--- src/include/pgl_macros.svh ---
`ifndef PGL_MACROS_SVH
`define PGL_MACROS_SVH

// Counter widths
`define PGL_XWID    10
`define PGL_YWID    10

// Dash-segment table geometry
`define PGL_SEG     10
`define PGL_YSTR_W  8
`define PGL_H_W     6
`define PGL_CODE_W  2

`endif
--- src/hdl/pgl_pkg.sv ---
`include "pgl_macros.svh"

package pgl_pkg;

  // ----------------------------------------
  // Segment table fields
  // ----------------------------------------
  typedef logic [`PGL_YSTR_W-1:0] pgl_ystr_t;    // Segment y-start
  typedef logic [`PGL_H_W-1:0]    pgl_h_t;       // Segment height
  typedef logic [`PGL_CODE_W-1:0] pgl_code_t;    // Type 0 is no line, bit 1 is horizontal
  typedef logic [`PGL_SEG-1:0]    pgl_seg_oh_t;  // One-hot segment index

  // Pixel counters
  typedef logic [`PGL_XWID-1:0]   pgl_hcnt_t;
  typedef logic [`PGL_YWID-1:0]   pgl_vcnt_t;

  // ----------------------------------------
  // Per-side calculation-unit result
  // ----------------------------------------
  typedef struct packed {
    logic      ystr_csgb;                        // Row before segment start
    logic      ystr_eq;                          // Row on segment start
    logic      yend_csgb;                        // Row before segment end
    pgl_hcnt_t xstr;                             // Line x-start
    pgl_hcnt_t xend;                             // Line x-end
  } pgl_cu_side_t;

endpackage

--- src/hdl/pgl_sync_if.sv ---
`timescale 1ns/1ns

interface pgl_sync_if;

  import pgl_pkg::*;

  logic      fstr;                               // Frame start, undelayed
  logic      hend;                               // Line end, undelayed
  logic      vend_d;                             // Frame end after strobe queue
  pgl_hcnt_t hcnt;                               // Shared h-counter

  // Timing block side
  modport src (
    output fstr, hend, vend_d, hcnt
  );

  // Segment tracker and window side
  modport sink (
    input  fstr, hend, vend_d, hcnt
  );

endinterface

--- src/hdl/pgl_ctrl.sv ---
`timescale 1ns/1ns
`include "pgl_macros.svh"

module pgl_ctrl (
  input  logic                               pclk,
  input  logic                               prst_n,
  // Sync and data-valid strobes
  input  logic                               pgl_fstr_i,
  input  logic                               pgl_vstr_i,
  input  logic                               pgl_vend_i,
  input  logic                               pgl_hstr_i,
  input  logic                               pgl_hend_i,
  input  logic                               pgl_dvld_i,
  // Calculation unit
  input  logic                               cu_yc_done_i,   // Y-compare task done
  input  logic                               cu_lft_ystr_csgb_i,
  input  logic                               cu_lft_ystr_eq_i,
  input  logic                               cu_lft_yend_csgb_i,
  input  logic                               cu_lft_yend_eq_i,
  input  pgl_pkg::pgl_hcnt_t                 cu_lft_xstr_i,
  input  pgl_pkg::pgl_hcnt_t                 cu_lft_xend_i,
  input  logic                               cu_rgt_ystr_csgb_i,
  input  logic                               cu_rgt_ystr_eq_i,
  input  logic                               cu_rgt_yend_csgb_i,
  input  logic                               cu_rgt_yend_eq_i,
  input  pgl_pkg::pgl_hcnt_t                 cu_rgt_xstr_i,
  input  pgl_pkg::pgl_hcnt_t                 cu_rgt_xend_i,
  // Segment tables
  input  pgl_pkg::pgl_ystr_t [`PGL_SEG-1:0]  reg_ystr_lft_i,
  input  pgl_pkg::pgl_h_t    [`PGL_SEG-1:0]  reg_h_lft_i,
  input  pgl_pkg::pgl_ystr_t [`PGL_SEG-1:0]  reg_ystr_rgt_i,
  input  pgl_pkg::pgl_h_t    [`PGL_SEG-1:0]  reg_h_rgt_i,
  input  pgl_pkg::pgl_code_t [`PGL_SEG-1:0]  reg_type_i,      // Shared by both sides
  input  pgl_pkg::pgl_code_t [`PGL_SEG-1:0]  reg_colr_i,
  input  logic                               reg_kill_lft_i,  // Erase left line
  input  logic                               reg_kill_rgt_i,  // Erase right line
  // Delayed strobes and counters
  output logic                               pgl_vstr_o,
  output logic                               pgl_vend_o,
  output logic                               pgl_hstr_o,
  output logic                               pgl_hend_o,
  output logic                               pgl_dvld_o,
  output pgl_pkg::pgl_hcnt_t                 pgl_hcnt_o,
  output pgl_pkg::pgl_vcnt_t                 pgl_vcnt_o,
  // Per-side segment data
  output pgl_pkg::pgl_ystr_t                 pgl_ystr_lft_o,
  output pgl_pkg::pgl_h_t                    pgl_h_lft_o,
  output pgl_pkg::pgl_code_t                 pgl_type_lft_o,
  output pgl_pkg::pgl_code_t                 pgl_colr_lft_o,
  output pgl_pkg::pgl_ystr_t                 pgl_ystr_rgt_o,
  output pgl_pkg::pgl_h_t                    pgl_h_rgt_o,
  output pgl_pkg::pgl_code_t                 pgl_type_rgt_o,
  output pgl_pkg::pgl_code_t                 pgl_colr_rgt_o,
  // Overlay control
  output logic                               pgl_vld_lft_o,
  output logic                               pgl_vld_rgt_o,
  output logic                               pgl_edge_o
);

  import pgl_pkg::*;

  pgl_cu_side_t cu_lft;                          // Packed CU result, left
  pgl_cu_side_t cu_rgt;                          // Packed CU result, right

  pgl_sync_if sync_if ();

  // ----------------------------------------
  // CU result packing
  // ----------------------------------------
  assign cu_lft = '{ystr_csgb: cu_lft_ystr_csgb_i, ystr_eq: cu_lft_ystr_eq_i,
                    yend_csgb: cu_lft_yend_csgb_i, xstr: cu_lft_xstr_i,
                    xend: cu_lft_xend_i};
  assign cu_rgt = '{ystr_csgb: cu_rgt_ystr_csgb_i, ystr_eq: cu_rgt_ystr_eq_i,
                    yend_csgb: cu_rgt_yend_csgb_i, xstr: cu_rgt_xstr_i,
                    xend: cu_rgt_xend_i};

  pgl_timing u_timing (
    .prst_n, .pclk, .pgl_fstr_i, .pgl_vstr_i, .pgl_vend_i, .pgl_hstr_i,
    .pgl_hend_i, .pgl_dvld_i, .pgl_vstr_o, .pgl_vend_o, .pgl_hstr_o,
    .pgl_hend_o, .pgl_dvld_o, .pgl_hcnt_o, .pgl_vcnt_o,
    .sync (sync_if.src)
  );

  // Segment trackers, advanced when CU sees the segment end row
  pgl_seg_track u_seg_lft (
    .prst_n, .pclk, .sync (sync_if.sink),
    .seg_adv_i  (cu_yc_done_i & cu_lft_yend_eq_i),
    .tbl_ystr_i (reg_ystr_lft_i), .tbl_h_i (reg_h_lft_i),
    .tbl_type_i (reg_type_i), .tbl_colr_i (reg_colr_i),
    .ystr_o (pgl_ystr_lft_o), .h_o (pgl_h_lft_o),
    .type_o (pgl_type_lft_o), .colr_o (pgl_colr_lft_o)
  );

  pgl_seg_track u_seg_rgt (
    .prst_n, .pclk, .sync (sync_if.sink),
    .seg_adv_i  (cu_yc_done_i & cu_rgt_yend_eq_i),
    .tbl_ystr_i (reg_ystr_rgt_i), .tbl_h_i (reg_h_rgt_i),
    .tbl_type_i (reg_type_i), .tbl_colr_i (reg_colr_i),
    .ystr_o (pgl_ystr_rgt_o), .h_o (pgl_h_rgt_o),
    .type_o (pgl_type_rgt_o), .colr_o (pgl_colr_rgt_o)
  );

  pgl_window u_window (
    .prst_n, .pclk, .sync (sync_if.sink),
    .cu_lft_i (cu_lft), .cu_rgt_i (cu_rgt),
    .type_lft_i (pgl_type_lft_o), .type_rgt_i (pgl_type_rgt_o),
    .kill_lft_i (reg_kill_lft_i), .kill_rgt_i (reg_kill_rgt_i),
    .vld_lft_o (pgl_vld_lft_o), .vld_rgt_o (pgl_vld_rgt_o),
    .edge_o (pgl_edge_o)
  );

endmodule

--- src/hdl/pgl_window.sv ---
`timescale 1ns/1ns

module pgl_window (
  input  logic                   prst_n,
  input  logic                   pclk,
  pgl_sync_if.sink               sync,
  input  pgl_pkg::pgl_cu_side_t  cu_lft_i,
  input  pgl_pkg::pgl_cu_side_t  cu_rgt_i,
  input  pgl_pkg::pgl_code_t     type_lft_i,
  input  pgl_pkg::pgl_code_t     type_rgt_i,
  input  logic                   kill_lft_i,
  input  logic                   kill_rgt_i,
  output logic                   vld_lft_o,
  output logic                   vld_rgt_o,
  output logic                   edge_o
);

  import pgl_pkg::*;

  localparam int LFT = 0;
  localparam int RGT = 1;

  pgl_cu_side_t cu_in [2];                       // Live CU results
  pgl_cu_side_t cap   [2];                       // Results held for current line
  pgl_code_t    ln_type [2];
  logic [1:0]   kill;
  logic [1:0]   vld;
  logic [1:0]   xstr_eq;                         // hcnt on x-start
  logic [1:0]   xend_eq;                         // hcnt on x-end
  logic         edge_lft;
  logic         edge_rgt;

  assign cu_in[LFT]   = cu_lft_i;
  assign cu_in[RGT]   = cu_rgt_i;
  assign ln_type[LFT] = type_lft_i;
  assign ln_type[RGT] = type_rgt_i;
  assign kill         = {kill_rgt_i, kill_lft_i};

  // ----------------------------------------
  // CU result capture
  // ----------------------------------------
  // CU works one line ahead, so results land at hend
  always_ff @(posedge pclk or negedge prst_n) begin
    if (!prst_n) begin
      cap[LFT] <= '0;
      cap[RGT] <= '0;
    end else begin
      for (int s = 0; s < 2; s++) begin
        if (sync.hend)
          cap[s] <= cu_in[s];
        if (sync.fstr) begin                     // No segment open at frame start
          cap[s].ystr_eq   <= 1'b0;
          cap[s].yend_csgb <= 1'b0;
        end
      end
    end
  end

  // Valid window per side
  always_comb begin
    for (int s = 0; s < 2; s++) begin
      xstr_eq[s] = sync.hcnt == cap[s].xstr;
      xend_eq[s] = sync.hcnt == cap[s].xend;
      vld[s]     = ~kill[s] & (ln_type[s] != '0) &
                   ~cap[s].ystr_csgb & (cap[s].yend_csgb | cap[s].ystr_eq) &
                   (sync.hcnt >= cap[s].xstr) & (sync.hcnt <= cap[s].xend);
    end
  end

  // ----------------------------------------
  // Line edges, inner bounds masked on overlap
  // ----------------------------------------
  assign edge_lft = (xstr_eq[LFT] | (xend_eq[LFT] & ~vld[RGT])) & vld[LFT];
  assign edge_rgt = ((xstr_eq[RGT] & ~vld[LFT]) | xend_eq[RGT]) & vld[RGT];

  assign edge_o    = edge_lft | edge_rgt;
  assign vld_lft_o = vld[LFT];
  assign vld_rgt_o = vld[RGT];

endmodule

--- src/hdl/pgl_seg_track.sv ---
`timescale 1ns/1ns
`include "pgl_macros.svh"

module pgl_seg_track (
  input  logic                                  prst_n,
  input  logic                                  pclk,
  pgl_sync_if.sink                              sync,
  input  logic                                  seg_adv_i,   // Segment end reached
  input  pgl_pkg::pgl_ystr_t [`PGL_SEG-1:0]     tbl_ystr_i,
  input  pgl_pkg::pgl_h_t    [`PGL_SEG-1:0]     tbl_h_i,
  input  pgl_pkg::pgl_code_t [`PGL_SEG-1:0]     tbl_type_i,
  input  pgl_pkg::pgl_code_t [`PGL_SEG-1:0]     tbl_colr_i,
  output pgl_pkg::pgl_ystr_t                    ystr_o,
  output pgl_pkg::pgl_h_t                       h_o,
  output pgl_pkg::pgl_code_t                    type_o,
  output pgl_pkg::pgl_code_t                    colr_o
);

  import pgl_pkg::*;

  pgl_seg_oh_t seg_idx;                          // Current dash segment
  pgl_code_t   type_sel;                         // Table type for seg_idx
  pgl_code_t   colr_sel;                         // Table color for seg_idx
  pgl_code_t   ln_type;                          // Type one cycle behind selection

  // ----------------------------------------
  // One-hot segment index
  // ----------------------------------------
  always_ff @(posedge pclk or negedge prst_n) begin
    if (!prst_n) begin
      seg_idx <= '0;
    end else begin
      seg_idx[0] <= sync.fstr | (seg_idx[0] & ~seg_adv_i & ~sync.vend_d);
      if (sync.vend_d)
        seg_idx[`PGL_SEG-1:1] <= '0;             // Frame done
      else if (seg_adv_i)
        seg_idx[`PGL_SEG-1:1] <= seg_idx[`PGL_SEG-2:0];
    end
  end

  // Table selection, AND-OR over the one-hot index
  always_comb begin
    ystr_o   = '0;
    h_o      = '0;
    type_sel = '0;
    colr_sel = '0;
    for (int i = 0; i < `PGL_SEG; i++) begin
      if (seg_idx[i]) begin
        ystr_o   = ystr_o | tbl_ystr_i[i];
        h_o      = h_o | tbl_h_i[i];
        type_sel = type_sel | tbl_type_i[i];
        colr_sel = colr_sel | tbl_colr_i[i];
      end
    end
  end

  // Type and color held for the whole next line
  always_ff @(posedge pclk or negedge prst_n) begin
    if (!prst_n) begin
      ln_type <= '0;
      type_o  <= '0;
      colr_o  <= '0;
    end else begin
      ln_type <= type_sel;
      if (sync.hend) begin
        type_o <= ln_type;
        colr_o <= colr_sel;
      end
    end
  end

endmodule

--- src/hdl/pgl_timing.sv ---
`timescale 1ns/1ns

module pgl_timing (
  input  logic                prst_n,
  input  logic                pclk,
  input  logic                pgl_fstr_i,
  input  logic                pgl_vstr_i,
  input  logic                pgl_vend_i,
  input  logic                pgl_hstr_i,
  input  logic                pgl_hend_i,
  input  logic                pgl_dvld_i,
  output logic                pgl_vstr_o,
  output logic                pgl_vend_o,
  output logic                pgl_hstr_o,
  output logic                pgl_hend_o,
  output logic                pgl_dvld_o,
  output pgl_pkg::pgl_hcnt_t  pgl_hcnt_o,
  output pgl_pkg::pgl_vcnt_t  pgl_vcnt_o,
  pgl_sync_if.src             sync
);

  import pgl_pkg::*;

  logic [4:0] strb_in;                           // {vstr, vend, hstr, hend, dvld}
  logic [4:0] strb_d1;                           // First queue stage
  logic [4:0] strb_d2;                           // Second queue stage
  pgl_hcnt_t  cnt_mux;                           // Counter picked for the adder
  pgl_hcnt_t  cnt_inc;                           // Shared incrementer result
  logic       hcnt_clr;
  logic       hcnt_inc;

  // ----------------------------------------
  // Strobe delay queues
  // ----------------------------------------
  assign strb_in = {pgl_vstr_i, pgl_vend_i, pgl_hstr_i, pgl_hend_i, pgl_dvld_i};

  assign {pgl_vstr_o, pgl_vend_o, pgl_hstr_o, pgl_hend_o, pgl_dvld_o} = strb_d2;

  // H/V counters share one adder, v-counter wins on hstr
  assign cnt_mux  = pgl_hstr_i ? pgl_vcnt_o : pgl_hcnt_o;
  assign cnt_inc  = cnt_mux + 1'b1;
  assign hcnt_clr = pgl_hstr_i | strb_d1[4];     // Line start or vstr one cycle late
  assign hcnt_inc = pgl_dvld_i | strb_d1[0];     // Stretched by one cycle

  always_ff @(posedge pclk or negedge prst_n) begin
    if (!prst_n) begin
      strb_d1    <= '0;
      strb_d2    <= '0;
      pgl_hcnt_o <= '0;
      pgl_vcnt_o <= '0;
    end else begin
      strb_d1 <= strb_in;
      strb_d2 <= strb_d1;
      if (hcnt_clr)
        pgl_hcnt_o <= '0;
      else if (hcnt_inc)
        pgl_hcnt_o <= cnt_inc;
      if (strb_d1[4])                            // Frame restart
        pgl_vcnt_o <= '0;
      else if (pgl_hstr_i)
        pgl_vcnt_o <= cnt_inc;
    end
  end

  // Line timing for the downstream blocks
  assign sync.fstr   = pgl_fstr_i;
  assign sync.hend   = pgl_hend_i;
  assign sync.vend_d = strb_d2[3];
  assign sync.hcnt   = pgl_hcnt_o;

endmodule

--- config.mk ---
export PLATFORM = sky130hd
export DESIGN_NAME = pgl_ctrl
export DESIGN_NICKNAME = d
export VERILOG_FILES = /design/src/hdl/pgl_pkg.sv /design/src/hdl/pgl_sync_if.sv /design/src/hdl/pgl_ctrl.sv /design/src/hdl/pgl_window.sv /design/src/hdl/pgl_seg_track.sv /design/src/hdl/pgl_timing.sv
export VERILOG_INCLUDE_DIRS = /design/src /design/src/include
export SDC_FILE = /design/constraint.sdc
export NUM_CORES = 1
export LEC_CHECK = 0
export BUFFER_PORTS_ARGS = -buffer_cell sky130_fd_sc_hd__buf_2
export CAP_MARGIN = 25
export CORE_AREA = 2 2 172 174
export DETAILED_ROUTE_END_ITERATION = 8
export DIE_AREA = 0 0 174 176
export PLACE_DENSITY = 0.63
export SKIP_CTS_REPAIR_TIMING = 1
export SLEW_MARGIN = 15
export SYNTH_ARGS = -nofsm -noshare
export SYNTH_HDL_FRONTEND = slang
export SYNTH_SLANG_ARGS = --single-unit
--- constraint.sdc ---
create_clock -name pclk -period 2.13 [get_ports pclk]
set_input_delay 0.213 -clock pclk [delete_from_list [all_inputs] [get_ports pclk]]
set_output_delay 0.213 -clock pclk [all_outputs]
set_load 0.03 [all_outputs]
### Yosys cells after proc, flatten, opt, wreduce, memory -nomap -nowiden

Cells that the tools add are included.

* input port bits: 379
* bits in registers: 108

* equality and inequality tests: 4
* add/sub/neg operators: 1
* reduce and logical (&&, ||, !) cells: 7
* bitwise gates (word level): 110
* order comparisons: 4
* mux-type cells: 93

Operator list (number)
* 8-bit 2-to-1 mux: 20
* 8-bit OR: 18
* 6-bit 2-to-1 mux: 20
* 6-bit OR: 18
* 2-bit 2-to-1 mux: 42
* 2-bit OR: 36
* 10-bit 2-to-1 mux: 5
* 22-bit 2-to-1 mux: 2
* 10-bit equality test: 4
* 9-bit 2-to-1 mux: 4
* 1-bit AND: 20
* 10-bit greater-or-equal comparator: 2
* 10-bit less-or-equal comparator: 2
* 2-bit nonzero test: 7
* 10-bit by 1-bit adder with 10-bit output, second input constant: 1
* 1-bit inverter: 9
* 1-bit OR: 9

### Longest topological paths before layout

Gate-level depths: netlist of the first run.

* depth in word-level cells: 19
* mapped depth: 11
* mapped depth without buffers: 9

### By module

From an unflattened synthesis of the first run, not the netlist that was laid out.

* cells, all modules: 764
* area, all modules: 7231.9 um2

Modules (own cells, without submodules)
* pgl_seg_track: cells each 172, instances 2, area each 1556.5 um2
* pgl_window: cells each 290, instances 1, area each 2695.1 um2
* pgl_timing: cells each 128, instances 1, area each 1411.4 um2
* pgl_ctrl: cells each 2, instances 1, area each 12.5 um2

### Worst setup path before layout of the first run

OpenSTA, ideal clock, no wires.

* path type: register to output
* start: register u_timing.pgl_hcnt_o[4]
* end: output port pgl_edge_o
* path buffers: 0
* required time: 1.917 ns
* data arrival time: 2.478 ns
* path slack: -0.561 ns
* stages on the path, launching flop included: 9
* cells stage by stage: dfrtp_1 -> ha_1 -> a21o_1 -> a21oi_2 -> a21oi_1 -> or4_4 -> a21boi_2 -> nor2_1 -> o21ai_2

* word-level cells in the longest chain between the ends: 8

Ends and longest elaborated chain
* from (decl): line pgl_timing.sv:17 `output pgl_pkg::pgl_hcnt_t pgl_hcnt_o,`
* from (signal assigned): line pgl_timing.sv:57 `pgl_hcnt_o <= cnt_inc;`
* 10-bit greater-or-equal comparator: line pgl_window.sv:66 `(sync.hcnt >= cap[s].xstr) & (sync.hcnt <= cap[s].xend);`
* 1-bit AND: line pgl_window.sv:65 `~cap[s].ystr_csgb & (cap[s].yend_csgb | cap[s].ystr_eq) &`
* 1-bit AND *: line pgl_window.sv:66
* named net pgl_vld_rgt_o: line pgl_ctrl.sv:56 `output logic pgl_vld_rgt_o,`
* 1-bit inverter: line pgl_window.sv:73 `assign edge_lft = (xstr_eq[LFT] | (xend_eq[LFT] & ~vld[RGT])) & vld[LFT];`
* 1-bit AND: line pgl_window.sv:73
* 1-bit OR: line pgl_window.sv:73
* 1-bit AND: line pgl_window.sv:73
* 1-bit OR *: line pgl_window.sv:76 `assign edge_o = edge_lft | edge_rgt;`
* to (decl): line pgl_ctrl.sv:57 `output logic pgl_edge_o`

The timed path passes the listed nets; every way through them passes the cells marked *.

### Worst setup path after layout of the first run

* start: register u_timing.pgl_hcnt_o[6]
* end: output port pgl_edge_o

* word-level cells in the longest chain between the ends: 8

Ends and longest elaborated chain (line)
* 10-bit greater-or-equal comparator: pgl_window.sv:66
* 1-bit AND: pgl_window.sv:65
* 1-bit AND: pgl_window.sv:66
* 1-bit inverter (on tied branches): pgl_window.sv:73, pgl_window.sv:74
* 1-bit AND (on tied branches): pgl_window.sv:73, pgl_window.sv:74
* 1-bit OR (on tied branches): pgl_window.sv:73, pgl_window.sv:74
* 1-bit AND (on tied branches): pgl_window.sv:73, pgl_window.sv:74
* 1-bit OR *: pgl_window.sv:76

Mark *: on every way between the ends. The rest lies on a longest branch, timed or not.

==> flow_metrics.py, run 1 <==
metrics = {
    "critical_path": {
        "r2r_start": "u_timing.pgl_hcnt_o[1]",
        "cpMostUsedCell": "buf_4",
        "crit_chain": "buf_4 -> ha_1 -> nand4_1 -> buf_4 -> o211ai_1 -> a21oi_2 -> o211a_1 -> o21ai_4 -> buf_6",
        "crit_buf_inv": 3,
        "rrSetupSlack_ns": 0.26,
        "crit_family": "compound AO/OA/AOI/OAI gates",
        "worst-setup-path-type": "flip-flop to output port",
        "startpoint_type": "flip-flop",
        "worst_ep_required_time_ns": 1.92,
        "reg2reg_depth": 8,
        "crit_arrival_ns": 2.52,
        "worst_setup_path_end_kind": "output port",
        "max_stage_delay_ns": 0.50,
        "worst_path_max_delay_cell": "dfrtp_2",
        "worstPathMaxFanout": 7,
        "r2r_end": "u_timing.pgl_hcnt_o[8]",
    },
    "min_path": {
        "min_from": "cu_lft_xend_i[7]",
        "whs_path_depth": 3,
        "hold_class": "primary input to flip-flop",
        "worst_hold_path.endpoint": "u_window.cap[30]",
    },
    "logic_synthesis": {
        "yosys_warnings": 0,
        "synth_commonest_cells": "108 x dfrtp_1, 100 x a22oi_1, 97 x nand2_1",
        "synth_edf_count": 0,
        "async_flop_share_pct": 100.0,
        "synth_fp_nets": 1199,
        "synth_cells": 779,
        "syn-cell-area_sq_um": 6935,
        "synth_area_leaders": "dfrtp_1 39%, a22oi_1 11%, ha_1 7.4%",
        "synth_area_per_cell_sq_um": 8.903,
        "yosys_register_bits": 108,
        "synth_top_area_cell": "dfrtp_1",
        "netlist.area_leader.share_pct": 38.97,
        "yosysMostFrequentCell": "dfrtp_1",
        "ys_dominant_reg_cell": "dfrtp_1",
        "yosysUniqueCellTypes": 42,
        "seq_area_frac_synth_pct": 38.97,
    },
    "timing": {
        "clock.fmax_ghz": 0.3657,
        "timing.slew.headroom_pct": 54.09,
        "hold_viol": 0,
        "finalSetupViolCount": 3,
        "fin_crit_sh_pct": 128.4,
        "min_period_ns": 2.734,
        "worst_pin_slew_ns": 0.6887,
        "rsz0062_at_grt": "yes",
        "finClkSkew_ns": 0.01012,
        "fin_ws_ns": -0.6043,
        "setup_tns_ns": -1.619,
        "holdWs_ns": 0.05714,
        "slew_violations": 0,
    },
    "cells_and_area": {
        "fillCellCount": 3002,
        "syn2layout_area_growth_pct": 54.14,
        "fin_nets": 1678,
        "drive_above_1_share_pct": 47.51,
        "utilization_pct": 37.45,
        "seq_area_sq_um": 2726,
        "multi_input_area_sq_um": 4020,
    },
    "clocking": {
        "cts_tree": "yes",
        "path_clk_slew_ns": 0.08,
        "cts_sinks": 108,
        "htreeDepth": 3,
        "cts_made_buffers": 9,
        "cts_buffer_depth": 2,
        "ctsRootBufferMaster": "clkbuf_16",
        "clk_latency_ns": 0.36,
    },
    "placed_design": {
        "gp_congestion": 0.9334,
        "dpl.hpwl_um": 27400,
        "io_buffers": 442,
    },
    "floorplan": {
        "ios": 443,
        "die_width_um": 174,
        "start_util_pct": 24.29,
        "dieArea_sq_um": 30620,
        "rows": 62,
        "core_sq_um": 28550,
        "die_h_um": 176,
    },
    "detailed_routing": {
        "ant_nets": 0,
        "drt_pass1_iterations": 5,
        "via_per_inst": 5.198,
        "drt-initial-drc-count": 563,
        "vias": 8587,
        "wl_um": 33930,
        "drc": 0,
        "wire_per_inst_um": 20.54,
    },
    "power": {
        "leakage_nw": 5.195,
        "irDropWorstVdd_uv": 384.8,
        "p_per_area_nw_per_um2": 499.2,
    },
    "run": {
        "max_cap_viol_count": 0,
    },
    "run_status": {
        "violations": "setup timing",
        "status": "complete, but fails checks",
    },
    "global_route": {
        "grt.total_usage_pct": 21.18,
        "grt_pass1_vias": 8368,
        "grt_max_degree": 63,
        "grt_pass1_wl_um": 49460,
        "antenna_found_initial": 7,
        "overflow": 0,
    },
}
==> per-stage QoR <==
step | total power [W] | instance area (sq um) | setup slack, ns | cells
2_1_floorplan | 0.002811 | 7019 | -0.2346 | 779
3_3_place_gp | 0.003528 | 10040 | -0.2185 | 1611
3_5_place_dp | 0.003549 | 10040 | -0.2682 | 1611
4_1_cts | 0.005379 | 10350 | -0.6701 | 1627
5_1_grt | 0.005622 | 10690 | -0.7337 | 1652
6_report | 0.005336 | 10690 | -0.6043 | 1652
==> layout by cell type (no fill, tap or decap), types with 35 or more instances in the layout <==
cell type,n
buf_2,435
a22oi_1,100
nand2_1,97
dfrtp_1,89
buf_4,74
o21ai_0,48
nor2_1,42
nand4_1,42
a22o_1,39
inv_1,39
a221oi_1,37
ha_1,35
==> worst min-delay path, cell delays in order <==
cell,delay [ns]
buf_2,0.08
nand2_1,0.04
o21ai_0,0.06
==> where the power goes <==
group	internal (W)	switching, W
Clock	0.000938	0.000858
Sequential	0.00217	0.0000878
Combinational	0.000565	0.000716
Total	0.00367	0.00166
==> worst max path at each step <==
| stage | start | to | slack [ns] | cells after the start |
|---|---|---|---|---|
| after floorplan | u_timing.pgl_hcnt_o[4] | pgl_edge_o | -0.23 | 8 |
| after global placement | u_timing.pgl_hcnt_o[7] | pgl_edge_o | -0.22 | 8 |
| after detailed placement | u_timing.pgl_hcnt_o[7] | pgl_edge_o | -0.27 | 8 |
| after CTS | u_timing.pgl_hcnt_o[7] | pgl_edge_o | -0.67 | 8 |
| after global routing | u_timing.pgl_hcnt_o[9] | pgl_edge_o | -0.73 | 10 |
| final | u_timing.pgl_hcnt_o[6] | pgl_edge_o | -0.60 | 9 |
==> cell type report <==
class / instances / area share (%)
clock buffer: 10 / 2.142
tap: 384 / 4.494
inverter: 40 / 1.428
clock inverter: 6 / 0.7257
antenna: 5 / 0.1170
sequential: 108 / 25.50
timing repair buffer: 528 / 27.98
multi-input combinational: 571 / 37.61
==> flip-flops by register name, summed over array words and instances, names as in the netlist <==
name	flops
u_seg_lft.colr_o	2
u_seg_lft.ln_type	2
u_seg_lft.seg_idx	10
u_seg_lft.type_o	2
u_seg_rgt.colr_o	2
u_seg_rgt.ln_type	2
u_seg_rgt.seg_idx	10
u_seg_rgt.type_o	2
u_timing.pgl_hcnt_o	10
u_timing.pgl_vcnt_o	10
u_timing.strb_d1	5
u_timing.strb_d2	5
u_window.cap	46
==> routing by layer <==
layer / GRT usage [%] / vias up / part of all wire [%]
met1: 27.14 / 4089 / 40
met3: 6.503 / 73 / 10
li1: - / 3918 / -
met4: 8.578 / 0 / 3.2
met5: 0 / - / 0
met2: 33.30 / 507 / 47
==> kinds of logic (layout without fill, tap and decap cells) <==
family                     count (synthesis)  count (layout)  share of synthesized area (%)
and+or+nand+nor                          213             213                          14.00
AOI/OAI and AO/OA                        285             285                          29.66
DFF                                      108             108                          38.97
other                                      0               5                              0
xor gates and xnor gates                  16              16                          2.021
muxes                                     16              16                          2.508
adders and majority gates                 41              41                          7.397
buffers and inverters                    100             584                          5.448
Note: power is estimated with default switching activity, not from simulation.
==> run 2: changes to the inputs <==
CTS_BUF_LIST = sky130_fd_sc_hd__clkbuf_16   (was default)
==> flow_metrics.py, run 2 (synthesized netlist as in run 1, its figures left out) <==
metrics = {
    "power": {
        "irDropWorstVdd_uv": 384.8,
        "p_per_area_nw_per_um2": 498.7,
        "leakage_nw": 5.200,
    },
    "timing": {
        "holdWs_ns": 0.05718,
        "timing.slew.headroom_pct": 54.83,
        "finalSetupViolCount": 3,
        "fin_crit_sh_pct": 128.3,
        "hold_viol": 0,
        "finClkSkew_ns": 0.01007,
        "slew_violations": 0,
        "clock.fmax_ghz": 0.3658,
        "min_period_ns": 2.734,
        "rsz0062_at_grt": "yes",
        "setup_tns_ns": -1.616,
        "worst_pin_slew_ns": 0.6775,
        "fin_ws_ns": -0.6035,
    },
    "detailed_routing": {
        "vias": 8537,
        "via_per_inst": 5.168,
        "wl_um": 33860,
        "wire_per_inst_um": 20.50,
        "drt_pass1_iterations": 5,
        "drc": 0,
        "drt-initial-drc-count": 561,
        "ant_nets": 0,
    },
    "clocking": {
        "cts_sinks": 108,
        "cts_buffer_depth": 2,
        "htreeDepth": 3,
        "ctsRootBufferMaster": "clkbuf_16",
        "clk_latency_ns": 0.36,
        "cts_tree": "yes",
        "cts_made_buffers": 9,
        "path_clk_slew_ns": 0.08,
    },
    "critical_path": {
        "max_stage_delay_ns": 0.50,
        "worst-setup-path-type": "flip-flop to output port",
        "crit_family": "compound AO/OA/AOI/OAI gates",
        "cpMostUsedCell": "buf_4",
        "worst_setup_path_end_kind": "output port",
        "worst_ep_required_time_ns": 1.92,
        "crit_buf_inv": 3,
        "worst_path_max_delay_cell": "dfrtp_2",
        "startpoint_type": "flip-flop",
        "worstPathMaxFanout": 7,
        "crit_chain": "buf_4 -> ha_1 -> nand4_1 -> buf_4 -> o211ai_1 -> a21oi_2 -> o211a_1 -> o21ai_4 -> buf_6",
        "crit_arrival_ns": 2.52,
    },
    "floorplan": {
        "die_width_um": 174,
        "start_util_pct": 24.29,
        "ios": 443,
        "die_h_um": 176,
        "core_sq_um": 28550,
        "dieArea_sq_um": 30620,
        "rows": 62,
    },
    "min_path": {
        "hold_class": "primary input to flip-flop",
    },
    "cells_and_area": {
        "mostFrequentLayoutCell": "buf_2",
        "fin_nets": 1678,
        "largest_register_ffs": 46,
        "fillCellCount": 3002,
        "seq_area_sq_um": 2726,
        "multi_input_area_sq_um": 4020,
        "syn2layout_area_growth_pct": 54.14,
        "top_register": "u_window.cap",
        "utilization_pct": 37.45,
        "drive_above_1_share_pct": 47.51,
        "layout_common_cells": "435 x buf_2, 100 x a22oi_1, 97 x nand2_1",
    },
    "global_route": {
        "antenna_found_initial": 7,
        "grt_pass1_wl_um": 49460,
        "grt.total_usage_pct": 21.18,
        "grt_pass1_vias": 8368,
        "overflow": 0,
        "grt_max_degree": 63,
    },
    "placed_design": {
        "dpl.hpwl_um": 27400,
        "io_buffers": 442,
        "gp_congestion": 0.9334,
    },
    "run_status": {
        "status": "complete, but fails checks",
        "violations": "setup timing",
    },
    "run": {
        "max_cap_viol_count": 0,
    },
}
## run 2: cell types whose count changed in the layout (fill, tap and decap cells not counted), sizes merged
cell / previous run / this run
clkbuf: 13 / 12
inv: 43 / 44
## run 2: worst paths after layout
kind                                        start                     end  slack, ns  cells after the start
hold reg to reg               u_timing.strb_d1[3]     u_timing.strb_d2[3]       0.36                      0
hold / removal                   cu_lft_xend_i[7]        u_window.cap[30]       0.06                      3
min in group asynchronous                  prst_n  u_timing.pgl_vcnt_o[3]       0.27                      2
max in group asynchronous                  prst_n    u_seg_lft.seg_idx[7]       1.16                      3
setup reg to reg           u_timing.pgl_hcnt_o[1]  u_timing.pgl_hcnt_o[8]       0.26                      8
setup / recovery           u_timing.pgl_hcnt_o[6]              pgl_edge_o      -0.60                      9
## run 2: where the power goes
group / leakage [nW] / internal (W) / switching (W)
Combinational: 3.71 / 0.000565 / 0.000715
Sequential: 1.34 / 0.00217 / 0.0000877
Clock: 0.151 / 0.000933 / 0.000859
## run 2: through the flow
stage	worst slack [ns]	total power [W]	area (sq um)	instances
floorplan	-0.2346	0.002811	7019	779
global placement	-0.2185	0.003528	10040	1611
detailed placement	-0.2682	0.003549	10040	1611
CTS	-0.6701	0.005375	10350	1627
global route	-0.7337	0.005617	10690	1652
finish	-0.6035	0.005331	10690	1652
## run 2: layout make-up
type	instances	share of cell area, %
inverters	40	1.428
flip-flops and latches	108	25.50
repair buffers	528	27.98
multi-input cells	571	37.61
clock buffers	9	2.107
diodes	5	0.1170
well taps	384	4.494
clock inverters	7	0.7608
## run 2: worst reg2reg max path, cell delays in order, from the launching register on
cell     delay [ns]
dfrtp_2        0.46
buf_4          0.16
mux2_2         0.14
ha_1           0.21
nand2_1        0.11
nor2_1         0.25
nand3_1        0.20
xor2_1         0.17
nor2_1         0.05
## run 2: metal layers
metal | routed length [um] | GRT usage, % | vias up
met5 | 0 | 0 | -
met4 | 1089 | 8.578 | 0
met3 | 3402 | 6.503 | 71
met2 | 15820 | 33.30 | 498
met1 | 13550 | 27.14 | 4051
li1 | - | - | 3917
==> run 3: changes to the inputs <==
CELL_PAD_IN_SITES_DETAIL_PLACEMENT = 2   (was default)
CELL_PAD_IN_SITES_GLOBAL_PLACEMENT = 2   (was default)
CORE_AREA = default   (was 2 2 172 174)
CORE_MARGIN = 10   (was default)
CORE_UTILIZATION = 21   (was default)
DIE_AREA = default   (was 0 0 174 176)
PLACE_DENSITY = 0.89   (was 0.63)
==> flow_metrics.py, run 3 (synthesized netlist as in run 1, its figures left out) <==
metrics = {
    "run_status": {
        "status": "complete, but fails checks",
        "violations": "setup timing",
    },
    "timing": {
        "hold_viol": 0,
        "worst_pin_slew_ns": 0.8065,
        "fin_ws_ns": -0.8016,
        "timing.slew.headroom_pct": 46.23,
        "rsz0062_at_grt": "yes",
        "setup_tns_ns": -1.910,
        "min_period_ns": 2.932,
        "finClkSkew_ns": 0.009951,
        "fin_crit_sh_pct": 137.6,
        "holdWs_ns": 0.06216,
        "finalSetupViolCount": 3,
        "clock.fmax_ghz": 0.3411,
        "slew_violations": 0,
    },
    "clocking": {
        "cts_sinks": 108,
        "htreeDepth": 3,
        "cts_made_buffers": 9,
        "ctsRootBufferMaster": "clkbuf_16",
        "path_clk_slew_ns": 0.08,
        "cts_tree": "yes",
        "clk_latency_ns": 0.37,
        "cts_buffer_depth": 2,
    },
    "power": {
        "leakage_nw": 5.117,
        "irDropWorstVdd_uv": 376.5,
        "p_per_area_nw_per_um2": 510.2,
    },
    "detailed_routing": {
        "drt-initial-drc-count": 436,
        "drc": 0,
        "vias": 8729,
        "wire_per_inst_um": 26.40,
        "wl_um": 44850,
        "via_per_inst": 5.138,
        "ant_nets": 0,
        "drt_pass1_iterations": 5,
    },
    "min_path": {
        "min_from": "cu_rgt_xstr_i[4]",
        "hold_class": "primary input to flip-flop",
        "worst_hold_path.endpoint": "u_window.cap[14]",
        "whs_path_depth": 3,
    },
    "placed_design": {
        "dpl.hpwl_um": 35640,
        "gp_congestion": 0.8644,
        "io_buffers": 442,
    },
    "floorplan": {
        "ios": 443,
        "start_util_pct": 21.32,
        "rows": 66,
        "die_h_um": 201.7,
        "die_width_um": 201.7,
        "core_sq_um": 32540,
        "dieArea_sq_um": 40700,
    },
    "critical_path": {
        "r2r_start": "u_timing.pgl_hcnt_o[1]",
        "worst-setup-path-type": "flip-flop to output port",
        "crit_chain": "ha_1 -> nand4_1 -> nor3_1 -> or4_4 -> nor2b_1 -> o211a_1 -> o21ai_4 -> buf_6",
        "worstPathMaxFanout": 5,
        "max_stage_delay_ns": 0.57,
        "r2r_end": "u_timing.pgl_hcnt_o[6]",
        "crit_arrival_ns": 2.72,
        "worst_setup_path_end_kind": "output port",
        "worst_ep_required_time_ns": 1.92,
        "startpoint_type": "flip-flop",
        "rrSetupSlack_ns": 0.09,
        "reg2reg_depth": 8,
        "worst_path_max_delay_cell": "or4_4",
    },
    "cells_and_area": {
        "mostFrequentLayoutCell": "buf_2",
        "syn2layout_area_growth_pct": 54.61,
        "largest_register_ffs": 46,
        "top_register": "u_window.cap",
        "drive_above_1_share_pct": 48.16,
        "layout_common_cells": "437 x buf_2, 100 x a22oi_1, 97 x nand2_1",
        "fin_nets": 1665,
    },
    "global_route": {
        "grt_pass1_wl_um": 64090,
        "grt.total_usage_pct": 20.44,
        "overflow": 0,
        "grt_pass1_vias": 10132,
        "antenna_found_initial": 8,
        "grt_max_degree": 97,
    },
    "run": {
        "max_cap_viol_count": 0,
    },
}
==> run 3: cell count changes in the layout (fill, tap and decap cells not counted), sizes merged <==
cell and change:
clkinv +2, clkinvlp -1, diode +2, inv -2
clkbuf -2, buf -11, bufinv +1
==> run 3: worst max-delay path by stage <==
| stage | startpoint | to | slack [ns] | cells after the start |
|---|---|---|---|---|
| after floorplan | u_timing.pgl_hcnt_o[4] | pgl_edge_o | -0.23 | 8 |
| after global placement | u_timing.pgl_hcnt_o[7] | pgl_edge_o | -0.21 | 8 |
| after detailed placement | u_timing.pgl_hcnt_o[7] | pgl_edge_o | -0.49 | 8 |
| after CTS | u_timing.pgl_hcnt_o[7] | pgl_edge_o | -0.93 | 8 |
| after global routing | u_timing.pgl_hcnt_o[3] | pgl_edge_o | -0.87 | 8 |
| final | u_timing.pgl_hcnt_o[3] | pgl_edge_o | -0.80 | 8 |
==> run 3: report_power, final <==
group	switching, W	internal [W]	total [W]
logic	0.000757	0.000567	0.00132
registers	0.000101	0.00217	0.00227
clock network	0.000844	0.00103	0.00187
total	0.00170	0.00377	0.00547
==> run 3: stage by stage <==
stage	power [W]	setup WS (ns)	utilization (%)	cells	cell area, sq um
after detailed placement	0.003577	-0.4894	30.88	1663	10050
after global placement	0.003506	-0.2073	30.88	1663	10050
after CTS	0.005469	-0.9310	31.85	1679	10360
final	0.005471	-0.8016	32.96	1699	10720
after global routing	0.005727	-0.8652	32.96	1699	10720
after floorplan	0.002811	-0.2346	-	779	7019
==> run 3: area by class of cell <==
class | instances | area [sq um]
Tap cell | 442 | 553.0
Antenna cell | 7 | 17.52
Multi-Input combinational cell | 571 | 4120
Timing Repair Buffer | 515 | 2831
Fill cell | 3814 | 21810
Sequential cell | 108 | 2733
Clock buffer | 9 | 225.2
Inverter | 40 | 152.6
Clock inverter | 7 | 90.09
==> run 3: metal layers <==
layer,share of wire [%],vias up,routed length [um],global-route usage (%)
met5,0.027,-,12,0
met2,53,398,23610,37.22
li1,-,3888,-,-
met3,6.9,65,3100,5.526
met4,2.1,2,930,5.020
met1,38,4376,17200,23.03
==> run 3: worst max-delay path: cells and delay by family (launching register included) <==
kind | cells | cell delay [ns]
compound gates | 2 | 0.30
fa+ha+maj | 1 | 0.37
buf+inv | 1 | 0.14
flops | 1 | 0.49
simple gates | 4 | 1.06
